==> config.mk <==
export PLATFORM = sky130hd
export DESIGN_NAME = phy_write_top
export DESIGN_NICKNAME = d
export VERILOG_FILES = /design/src/logic/phy_write_pkg.sv /design/src/logic/phy_write_config.sv /design/src/logic/afi_write_sequencer.sv /design/src/logic/phy_write_datapath.sv /design/src/logic/phy_write_top.sv
export SDC_FILE = /design/constraint.sdc
export NUM_CORES = 1
export LEC_CHECK = 0
export BUFFER_PORTS_ARGS = -buffer_cell sky130_fd_sc_hd__buf_2
export CORE_MARGIN = 2
export CORE_UTILIZATION = 50
export CTS_BUF_LIST = sky130_fd_sc_hd__clkbuf_2
export CTS_CLUSTER_DIAMETER = 50
export DETAILED_ROUTE_END_ITERATION = 7
export GPL_TIMING_DRIVEN = 0
export PLACE_DENSITY = 0.73
export SLEW_MARGIN = 10
export SYNTH_ARGS = -nofsm -noshare
export SYNTH_HDL_FRONTEND = slang
export SYNTH_SLANG_ARGS = --single-unit
export TNS_END_PERCENT = 30
==> constraint.sdc <==
create_clock -name pll_afi_clk -period 5.74 [get_ports pll_afi_clk]
set_clock_uncertainty 0.15 [all_clocks]
set_input_delay 1.722 -clock pll_afi_clk [delete_from_list [all_inputs] [get_ports pll_afi_clk]]
set_output_delay 1.722 -clock pll_afi_clk [all_outputs]
set_load 0.03 [all_outputs]
==> src/logic/phy_write_pkg.sv <==
package phy_write_pkg;

	// Memory side of the interface
	localparam int mem_write_dqs_width = 2; // One DQS group per byte lane
	localparam int mem_dq_width = 16;

	// Half-rate AFI word carries two memory cycles
	// The high half is the first memory cycle and the low half the second
	localparam int afi_dqs_width = 2 * mem_write_dqs_width;

	// Two edges per memory cycle and two memory cycles per AFI word
	localparam int afi_data_width = 4 * mem_dq_width;

	localparam int afi_data_mask_width = afi_data_width / 8; // One mask bit per byte

	// Configuration register map
	localparam logic cfg_addr_oct = 1'b0; // force_oct_off, one bit per AFI DQS bit
	localparam logic cfg_addr_preamble = 1'b1; // preamble_en in bit 0

endpackage

==> src/logic/phy_write_config.sv <==
`timescale 1ns/10ps

module phy_write_config (
	input  logic pll_afi_clk,
	input  logic reset,

	// Host configuration port, four-phase
	input  logic cfg_req,
	input  logic cfg_addr,
	input  logic [phy_write_pkg::afi_dqs_width-1:0] cfg_wdata,
	output logic cfg_ack,

	// Steering of the write path
	output logic [phy_write_pkg::afi_dqs_width-1:0] force_oct_off,
	output logic preamble_en
);

	logic cfg_write;
	logic cfg_release; // Request seen low while acknowledged

	// A write takes effect on the same edge that raises the ack
	assign cfg_write = cfg_req && !cfg_ack;

	always_ff @(posedge pll_afi_clk)
	begin
		if (reset)
		begin
			force_oct_off <= '0; // Termination follows DQS by default
			preamble_en <= 1'b1;
		end
		else if (cfg_write)
		begin
			if (cfg_addr == phy_write_pkg::cfg_addr_oct)
				force_oct_off <= cfg_wdata;
			else if (cfg_addr == phy_write_pkg::cfg_addr_preamble)
				preamble_en <= cfg_wdata[0];
		end
	end

	// Ack falls on the edge after the one that first sees the request low
	always_ff @(posedge pll_afi_clk)
	begin
		if (reset)
		begin
			cfg_ack <= 1'b0;
			cfg_release <= 1'b0;
		end
		else if (cfg_release)
		begin
			cfg_ack <= 1'b0;
			cfg_release <= 1'b0;
		end
		else if (cfg_write)
		begin
			cfg_ack <= 1'b1;
		end
		else if (cfg_ack && !cfg_req)
		begin
			cfg_release <= 1'b1;
		end
	end

endmodule

==> src/logic/afi_write_sequencer.sv <==
`timescale 1ns/10ps

module afi_write_sequencer (
	input  logic pll_afi_clk,
	input  logic reset,

	// Host write port, four-phase
	input  logic wr_req,
	input  logic [phy_write_pkg::afi_data_width-1:0] wr_data,
	input  logic [phy_write_pkg::afi_data_mask_width-1:0] wr_mask,
	output logic wr_ack,

	input  logic preamble_en,

	// AFI write signals toward the datapath
	output logic [phy_write_pkg::afi_dqs_width-1:0] afi_dqs_en,
	output logic [phy_write_pkg::afi_dqs_width-1:0] afi_wdata_valid,
	output logic [phy_write_pkg::afi_data_width-1:0] afi_wdata,
	output logic [phy_write_pkg::afi_data_mask_width-1:0] afi_dm
);

	typedef enum logic [1:0]
	{
		st_idle,
		st_preamble,
		st_data,
		st_release
	} state_t;

	state_t state;
	logic accept;

	// A new beat is only taken while the previous ack has cleared
	assign accept = (state == st_idle) && wr_req && !wr_ack;

	// Beat is captured at acceptance and held until the next one
	always_ff @(posedge pll_afi_clk)
	begin
		if (accept)
		begin
			afi_wdata <= wr_data;
			afi_dm <= wr_mask;
		end
	end

	always_ff @(posedge pll_afi_clk)
	begin
		if (reset)
		begin
			state <= st_idle;
			wr_ack <= 1'b0;
			afi_dqs_en <= '0;
			afi_wdata_valid <= '0;
		end
		else
		begin
			// Strobes are single-cycle unless a state below asserts them
			afi_dqs_en <= '0;
			afi_wdata_valid <= '0;

			case (state)
			st_idle:
			begin
				if (wr_ack)
					wr_ack <= 1'b0; // Release was seen on the previous edge
				if (accept)
					state <= st_preamble;
			end
			st_preamble:
			begin
				// Without a preamble this cycle still passes, keeping the data latency fixed
				if (preamble_en)
					afi_dqs_en <= '1;
				state <= st_data;
			end
			st_data:
			begin
				afi_dqs_en <= '1;
				afi_wdata_valid <= '1;
				wr_ack <= 1'b1;
				state <= st_release;
			end
			st_release:
			begin
				if (!wr_req)
					state <= st_idle; // A held request issues nothing more
			end
			default:
			begin
				state <= st_idle;
			end
			endcase
		end
	end

endmodule

==> src/logic/phy_write_datapath.sv <==
`timescale 1ns/10ps

module phy_write_datapath #(
	parameter int num_write_path_flop_stages = 2
) (
	input  logic pll_afi_clk,
	input  logic reset,

	input  logic [phy_write_pkg::afi_dqs_width-1:0] force_oct_off,

	// AFI write signals from the sequencer
	input  logic [phy_write_pkg::afi_dqs_width-1:0] afi_dqs_en,
	input  logic [phy_write_pkg::afi_data_width-1:0] afi_wdata,
	input  logic [phy_write_pkg::afi_dqs_width-1:0] afi_wdata_valid,
	input  logic [phy_write_pkg::afi_data_mask_width-1:0] afi_dm,

	// Toward the DDIO output registers
	output logic [phy_write_pkg::afi_data_width-1:0] phy_ddio_dq,
	output logic [phy_write_pkg::afi_dqs_width-1:0] phy_ddio_dqs_en,
	output logic [phy_write_pkg::afi_dqs_width-1:0] phy_ddio_wrdata_en,
	output logic [phy_write_pkg::afi_data_mask_width-1:0] phy_ddio_wrdata_mask,
	output logic [phy_write_pkg::afi_dqs_width-1:0] phy_ddio_oct_ena
);

	localparam int dqs_w = phy_write_pkg::afi_dqs_width;
	localparam int grp_w = phy_write_pkg::mem_write_dqs_width;
	localparam int pipe_width = phy_write_pkg::afi_data_width
		+ phy_write_pkg::afi_data_mask_width + 2 * dqs_w;

	logic [pipe_width-1:0] pipe_in;
	logic [pipe_width-1:0] pipe_out;
	logic [grp_w-1:0] dqs_en_hi_r; // High half of the output DQS enable, one cycle late
	logic [dqs_w-1:0] oct_ena;

	// All write signals travel through one chain so they stay aligned
	assign pipe_in = {afi_wdata, afi_dm, afi_wdata_valid, afi_dqs_en};

	generate
		if (num_write_path_flop_stages == 0)
		begin : no_stage_gen
			assign pipe_out = pipe_in;
		end
		else
		begin : stage_gen
			logic [pipe_width-1:0] pipe_r [num_write_path_flop_stages];

			always_ff @(posedge pll_afi_clk)
			begin
				if (reset)
				begin
					for (int i = 0; i < num_write_path_flop_stages; i++)
						pipe_r[i] <= '0;
				end
				else
				begin
					pipe_r[0] <= pipe_in;
					for (int i = 1; i < num_write_path_flop_stages; i++)
						pipe_r[i] <= pipe_r[i-1];
				end
			end

			assign pipe_out = pipe_r[num_write_path_flop_stages-1];
		end
	endgenerate

	assign {phy_ddio_dq, phy_ddio_wrdata_mask, phy_ddio_wrdata_en, phy_ddio_dqs_en} = pipe_out;

	always_ff @(posedge pll_afi_clk)
	begin
		if (reset)
			dqs_en_hi_r <= '0;
		else
			dqs_en_hi_r <= phy_ddio_dqs_en[dqs_w-1:grp_w];
	end

	// Termination is off while DQS drives the bus
	assign oct_ena[dqs_w-1:grp_w] = ~phy_ddio_dqs_en[dqs_w-1:grp_w];

	// The second memory cycle keeps it off one cycle longer to cover the postamble
	assign oct_ena[grp_w-1:0] = ~(phy_ddio_dqs_en[dqs_w-1:grp_w] | dqs_en_hi_r);

	assign phy_ddio_oct_ena = oct_ena & ~force_oct_off;

endmodule

==> src/logic/phy_write_top.sv <==
`timescale 1ns/10ps

module phy_write_top #(
	parameter int num_write_path_flop_stages = 2 // Supported range is 0 to 3
) (
	input  logic pll_afi_clk,
	input  logic reset,

	// Host write port
	input  logic wr_req,
	input  logic [phy_write_pkg::afi_data_width-1:0] wr_data,
	input  logic [phy_write_pkg::afi_data_mask_width-1:0] wr_mask,
	output logic wr_ack,

	// Host configuration port
	input  logic cfg_req,
	input  logic cfg_addr,
	input  logic [phy_write_pkg::afi_dqs_width-1:0] cfg_wdata,
	output logic cfg_ack,

	// DDIO side
	output logic [phy_write_pkg::afi_data_width-1:0] phy_ddio_dq,
	output logic [phy_write_pkg::afi_dqs_width-1:0] phy_ddio_dqs_en,
	output logic [phy_write_pkg::afi_dqs_width-1:0] phy_ddio_wrdata_en,
	output logic [phy_write_pkg::afi_data_mask_width-1:0] phy_ddio_wrdata_mask,
	output logic [phy_write_pkg::afi_dqs_width-1:0] phy_ddio_oct_ena
);

	logic [phy_write_pkg::afi_dqs_width-1:0] force_oct_off;
	logic preamble_en;

	logic [phy_write_pkg::afi_dqs_width-1:0] afi_dqs_en;
	logic [phy_write_pkg::afi_dqs_width-1:0] afi_wdata_valid;
	logic [phy_write_pkg::afi_data_width-1:0] afi_wdata;
	logic [phy_write_pkg::afi_data_mask_width-1:0] afi_dm;

	phy_write_config config_inst (
		.pll_afi_clk   (pll_afi_clk),
		.reset         (reset),
		.cfg_req       (cfg_req),
		.cfg_addr      (cfg_addr),
		.cfg_wdata     (cfg_wdata),
		.cfg_ack       (cfg_ack),
		.force_oct_off (force_oct_off),
		.preamble_en   (preamble_en)
	);

	afi_write_sequencer sequencer_inst (
		.pll_afi_clk     (pll_afi_clk),
		.reset           (reset),
		.wr_req          (wr_req),
		.wr_data         (wr_data),
		.wr_mask         (wr_mask),
		.wr_ack          (wr_ack),
		.preamble_en     (preamble_en),
		.afi_dqs_en      (afi_dqs_en),
		.afi_wdata_valid (afi_wdata_valid),
		.afi_wdata       (afi_wdata),
		.afi_dm          (afi_dm)
	);

	phy_write_datapath #(
		.num_write_path_flop_stages (num_write_path_flop_stages)
	) datapath_inst (
		.pll_afi_clk          (pll_afi_clk),
		.reset                (reset),
		.force_oct_off        (force_oct_off),
		.afi_dqs_en           (afi_dqs_en),
		.afi_wdata            (afi_wdata),
		.afi_wdata_valid      (afi_wdata_valid),
		.afi_dm               (afi_dm),
		.phy_ddio_dq          (phy_ddio_dq),
		.phy_ddio_dqs_en      (phy_ddio_dqs_en),
		.phy_ddio_wrdata_en   (phy_ddio_wrdata_en),
		.phy_ddio_wrdata_mask (phy_ddio_wrdata_mask),
		.phy_ddio_oct_ena     (phy_ddio_oct_ena)
	);

endmodule

Yosys cells after proc, flatten, opt, wreduce, memory -nomap -nowiden --
Memory sizes are Yosys's and may differ from the RTL's. Cells that the tools add are included.
Cells by class: multiplexer cells 13, reduce and logical (&&, ||, !) cells 14, equality and inequality tests 5, bitwise logic cells 8
Operators by type and width (number):
- two-way mux 80 bit | 2
- two-way mux 4 bit | 2
- one-hot mux 2 bit (4 select lines) | 1
- one-hot mux 4 bit (2 select lines) | 1
- AND reduction 2 bit | 3
- AND 4 bit | 1
- == test 2 bit, second input constant | 2
- logical AND 1 bit | 4
- two-way mux 1 bit | 4
- two-way mux 2 bit | 2
- NOT 2 bit | 2
- NOT 4 bit | 1
- logical NOT 1 bit | 3
- OR reduction 3 bit | 1
- == test 2 x 1 -> 1 bit, second input constant | 1
- logical NOT 2 bit | 1
- inequality test 2 x 1 -> 1 bit, second input constant | 1
- inequality test 2 bit, second input constant | 1
- OR 1 bit | 2
- OR 2 bit | 1
- one-hot mux 1 bit (2 select lines) | 1
- nonzero test 2 bit | 1
- OR reduction 2 bit | 1
- NOT 1 bit | 1
Word-level totals: register bits after elaboration 92, output and inout port bits 86, RAM bits 160, memories 1, word-level logic and storage cells 52
Memory list:
- datapath_inst.stage_gen.pipe_r | words 2, bits a word 80, read ports 2, clocked after memory_dff 0, write ports 2, RTL line phy_write_datapath.sv:45 | logic [pipe_width-1:0] pipe_r [num_write_path_flop_stages];

Logic depth before layout (Yosys ltp) --
word-level depth 5, gate-level depth with buffers 5, gate-level depth less buffers 5

Hierarchy --
A second synthesis with hierarchy kept.
Unflattened totals: cells, all modules 559, area, all modules 8239.2 sq um
By module, submodules not included:
- phy_write_datapath | cells an instance 426, area an instance 5462.7 sq um, times used 1
- afi_write_sequencer | cells an instance 105, area an instance 2481.1 sq um, times used 1
- phy_write_config | cells an instance 28, area an instance 295.3 sq um, times used 1

Worst setup path after synthesis --
Ideal clock, no wire load.
path kind input to register, from input wr_req, to register sequencer_inst.afi_dm[0] (netlist bit) (enable), slack 293 ps, path buffers 0, stages 2, required time 5088 ps, library setup time 502 ps, arrival 4794 ps, cell sequence nand2b_1 nor2_1
Between the ends: cells in the longest elaborated chain, start to end 2
Ends and longest elaborated chain:
- start: declaration | RTL line phy_write_top.sv:10 | input logic wr_req,
- logical AND 1 bit (2 in a row) | RTL line afi_write_sequencer.sv:34 | assign accept = (state == st_idle) && wr_req && !wr_ack;
- named net sequencer_inst.accept | RTL line afi_write_sequencer.sv:31 | logic accept;
- end signal: assignment | RTL line afi_write_sequencer.sv:42 | afi_dm <= wr_mask;
- end: declaration | RTL line afi_write_sequencer.sv:19 | output logic [phy_write_pkg::afi_data_mask_width-1:0] afi_dm
The timed path passes the listed nets, and every way through them passes these cells. A chain may end at the register's enable or synchronous reset.

==> summary.txt <==
Status
  – Status: finished, final reports clean

STA
  – Tmin final: 3422 ps
  – RSZ-0062 raised after global routing: no
  – Max-slew violation count: 0
  – Fin crit share: 59.62%
  – Measured slew at the worst slew-check pin: roughly 550 ps
  – # setup viols final: 0
  – Fin Hold WS: between 200 and 300 ps
  – Final Hold Fails: 0
  – Final WS setup: 2318 ps
  – Peak Freq: 0.2922 GHz
  – Worst-case headroom to the max-slew limit: 63.60%

Logic synthesis
  – Post-synth EDFFs: 72
  – Mapped Cells: 521
  – Dominant synthesized flop cell: dfxtp_1
  – Synth cell types: 20
  – Ys Warns: 0
  – Yosys top cell by area: dfxtp_1
  – Syn Area/Cell: 14.06 sq um
  – Sequential area share after synthesis: 73.53%
  – Synth Register Bits: ~230
  – Ranking of synthesized cells by area: dfxtp_1 (44%), edfxtp_1 (30%), nor2b_1 (13%)
  – Synth cell count leaders: dfxtp_1 (161), nor2b_1 (150), buf_4 (81)
  – Top-count cell post-synth: dfxtp_1
  – Mapped Area: 0.007323 sq mm
  – Syn nets: 607
  – Post-synth top area share: between 40% and 50%
  – Async S/R FF share, synth: 0%

Place
  – Buffers on Ports: 165
  – Hpwl dp: 8.150 mm
  – Placed Cells: 872
  – Placed Instance Area: about 0.0084 sq mm
  – Routability Congestion: 0.7509
  – Place WS: 2815 ps

Global routing
  – Initial antenna violation count: 4
  – Met2 Track Usage GR: between 20% and 30%
  – First-pass GRT wire length: 17.97 mm
  – GR Util met1: between 10% and 20%
  – Number of global-route vias before repair: 3,991
  – Grt total ovfl: 0
  – Pin count of the biggest net entering global routing: 36
  – Met3 Use GR: 4.536%
  – Total GRT Usage: 14.48%
  – GRT Max-Usage Layer: met2

Floorplanning
  – Die H: 125.0 um
  – DIE AREA: 0.01563 sq mm
  – Core area: 0.01442 sq mm
  – # rows: 44
  – IO Pins: ~170
  – Starting Density: between 50 and 60%
  – Chip width: about 130 um

Critical path
  – CP startpoint kind: register
  – Reg2Reg Setup Slack: 3970 ps
  – Critical Path Fanout Max: 9
  – Reg-to-Reg End: sequencer_inst.afi_wdata[39]
  – WP data arrival: 1550 ps
  – Critical path data required time: 3870 ps
  – Setup crit end: phy_ddio_dqs_en[3]
  – WS Path Type: reg -> out
  – Crit. End Element: primary output
  – Worst r2r src: sequencer_inst.state[0]
  – Worst reg2reg path depth: 5
  – Crit path from: datapath_inst.stage_gen.pipe_r[0][83]

Clock network
  – # H-tree levels: 2
  – TritonCTS clock tree: built
  – Clk slew on worst S/H paths: 100 ps
  – Post-CTS Setup Repair Bufs: 0
  – Hold-fix buffers, CTS: 0
  – Post-cts sizing count: 0
  – CTS Root Cell: clkbuf_2
  – CTS max path bufs: 3
  – TritonCTS buffer count: 54
  – Clock Latency Late Sink: roughly 750 ps
  – Sink Count: around 230

Final layout
  – Layout cells sized above 1: 44.13%
  – Layout area overhead: 21.54%
  – Final Non-Filler Cells: 972
  – Final Instance Area: 0.008901 sq mm
  – Final nets: 830

Power
  – Final Power: 0.003585 W
  – Power per cell area: 402.7 mW/mm^2
  – Leak: roughly 4.1 nW
  – Peak VDD IR: ~0.23 mV

Routing
  – WL per Instance: 11.66 um
  – Number of remaining DRC errors: 0
  – Total number of vias: slightly above 4,000
  – 1st-pass router iterations: 4
  – Vias per cell: 4.159
  – Detail Route Antenna Nets: 0
  – DRT iter0 DRCs: 74
  – WL final: 11.34 mm

Run
  – Max Cap Viol: 0

Worst hold path
  – Hold WC Path Type: reg -> reg
-- kinds of logic (layout without fill, tap and decap cells) --
| family | count (synthesis) | after routing | share of synthesized area, % |
|---|---|---|---|
| adder cells (fa/ha/maj) | 5 | 5 | 0.8543 |
| multiplexers | 7 | 7 | 0.9568 |
| flip-flops | 233 | 233 | 73.53 |
| AO/OA/AOI/OAI | 4 | 4 | 0.3418 |
| other | 0 | 4 | 0 |
| AND/OR/NAND/NOR | 171 | 171 | 14.66 |
| buffers and inverters | 101 | 364 | 9.653 |
-- critical path, stage by stage (launching register included) --
cell and delay [ps]:
dfxtp_1 490, buf_4 160, buf_2 180
-- through the flow --
stage	util, %	TNS, ps
2_1_floorplan	-	0
3_3_place_gp	58.09	-52850
3_5_place_dp	58.42	0
4_1_cts	61.64	0
5_1_grt	61.71	0
6_report	61.71	0
-- layer usage --
layer  up-vias  share of wire (%)  wire length (um)
met5         -                  0                 0
met4         0                2.7               308
met1      1835                 37              4246
met3        28                5.0               565
met2       117                 55              6215
li1       2063                  -                 -
-- report_power, final --
part           total (W)  internal [W]  switching (W)
combinational   0.000566      0.000246       0.000320
sequential       0.00208       0.00201      0.0000632
clock           0.000941      0.000367       0.000574
total            0.00358       0.00263       0.000957
-- layout make-up --
cell class	count	area (sq um)
inverter	3	11.26
timing repair buffer	167	865.8
clock inverter	17	68.82
clock buffer	79	395.4
fill	1179	5523
antenna	4	10.01
multi-input combinational	187	1239
sequential	233	5385
tap	184	230.2
buffer	98	695.7
-- cell usage in the layout, fill, tap and decap left out, types with 2 or more instances in the layout --
cell type,synthesis,routed
clkbuf_1,8,8
edfxtp_1,72,72
a21oi_1,2,2
ha_1,5,5
nand2b_1,5,5
mux2i_1,7,7
nor2_2,4,4
buf_6,2,2
clkinv_1,0,14
nor2_1,6,5
nor2b_1,150,150
buf_12,0,2
buf_2,7,172
diode_2,0,4
inv_1,3,3
nor3_1,3,3
clkbuf_2,0,79
dfxtp_1,161,161
buf_4,81,81
-- worst min path at each step --
stage	depth (start not counted)	slack (ps)	start	endpoint
5_1_grt	1	260	datapath_inst.stage_gen.pipe_r[0][40]	datapath_inst.stage_gen.pipe_r[0][120]
2_1_floorplan	1	260	config_inst.cfg_release	config_inst.cfg_release
3_3_place_gp	1	270	datapath_inst.stage_gen.pipe_r[0][39]	datapath_inst.stage_gen.pipe_r[0][119]
6_report	1	270	datapath_inst.stage_gen.pipe_r[0][40]	datapath_inst.stage_gen.pipe_r[0][120]
3_5_place_dp	1	270	datapath_inst.stage_gen.pipe_r[0][52]	datapath_inst.stage_gen.pipe_r[0][132]
4_1_cts	1	260	datapath_inst.stage_gen.pipe_r[0][40]	datapath_inst.stage_gen.pipe_r[0][120]
-- sequential cells by signal, indices dropped and copies added, names as in the netlist, 2 cells and up --
| register | flops |
|---|---|
| config_inst.force_oct_off | 4 |
| datapath_inst.stage_gen.pipe_r | 148 |
| sequencer_inst.afi_dm | 8 |
| sequencer_inst.afi_wdata | 64 |
| sequencer_inst.state | 2 |
Note: power is estimated with default switching activity, not from simulation.
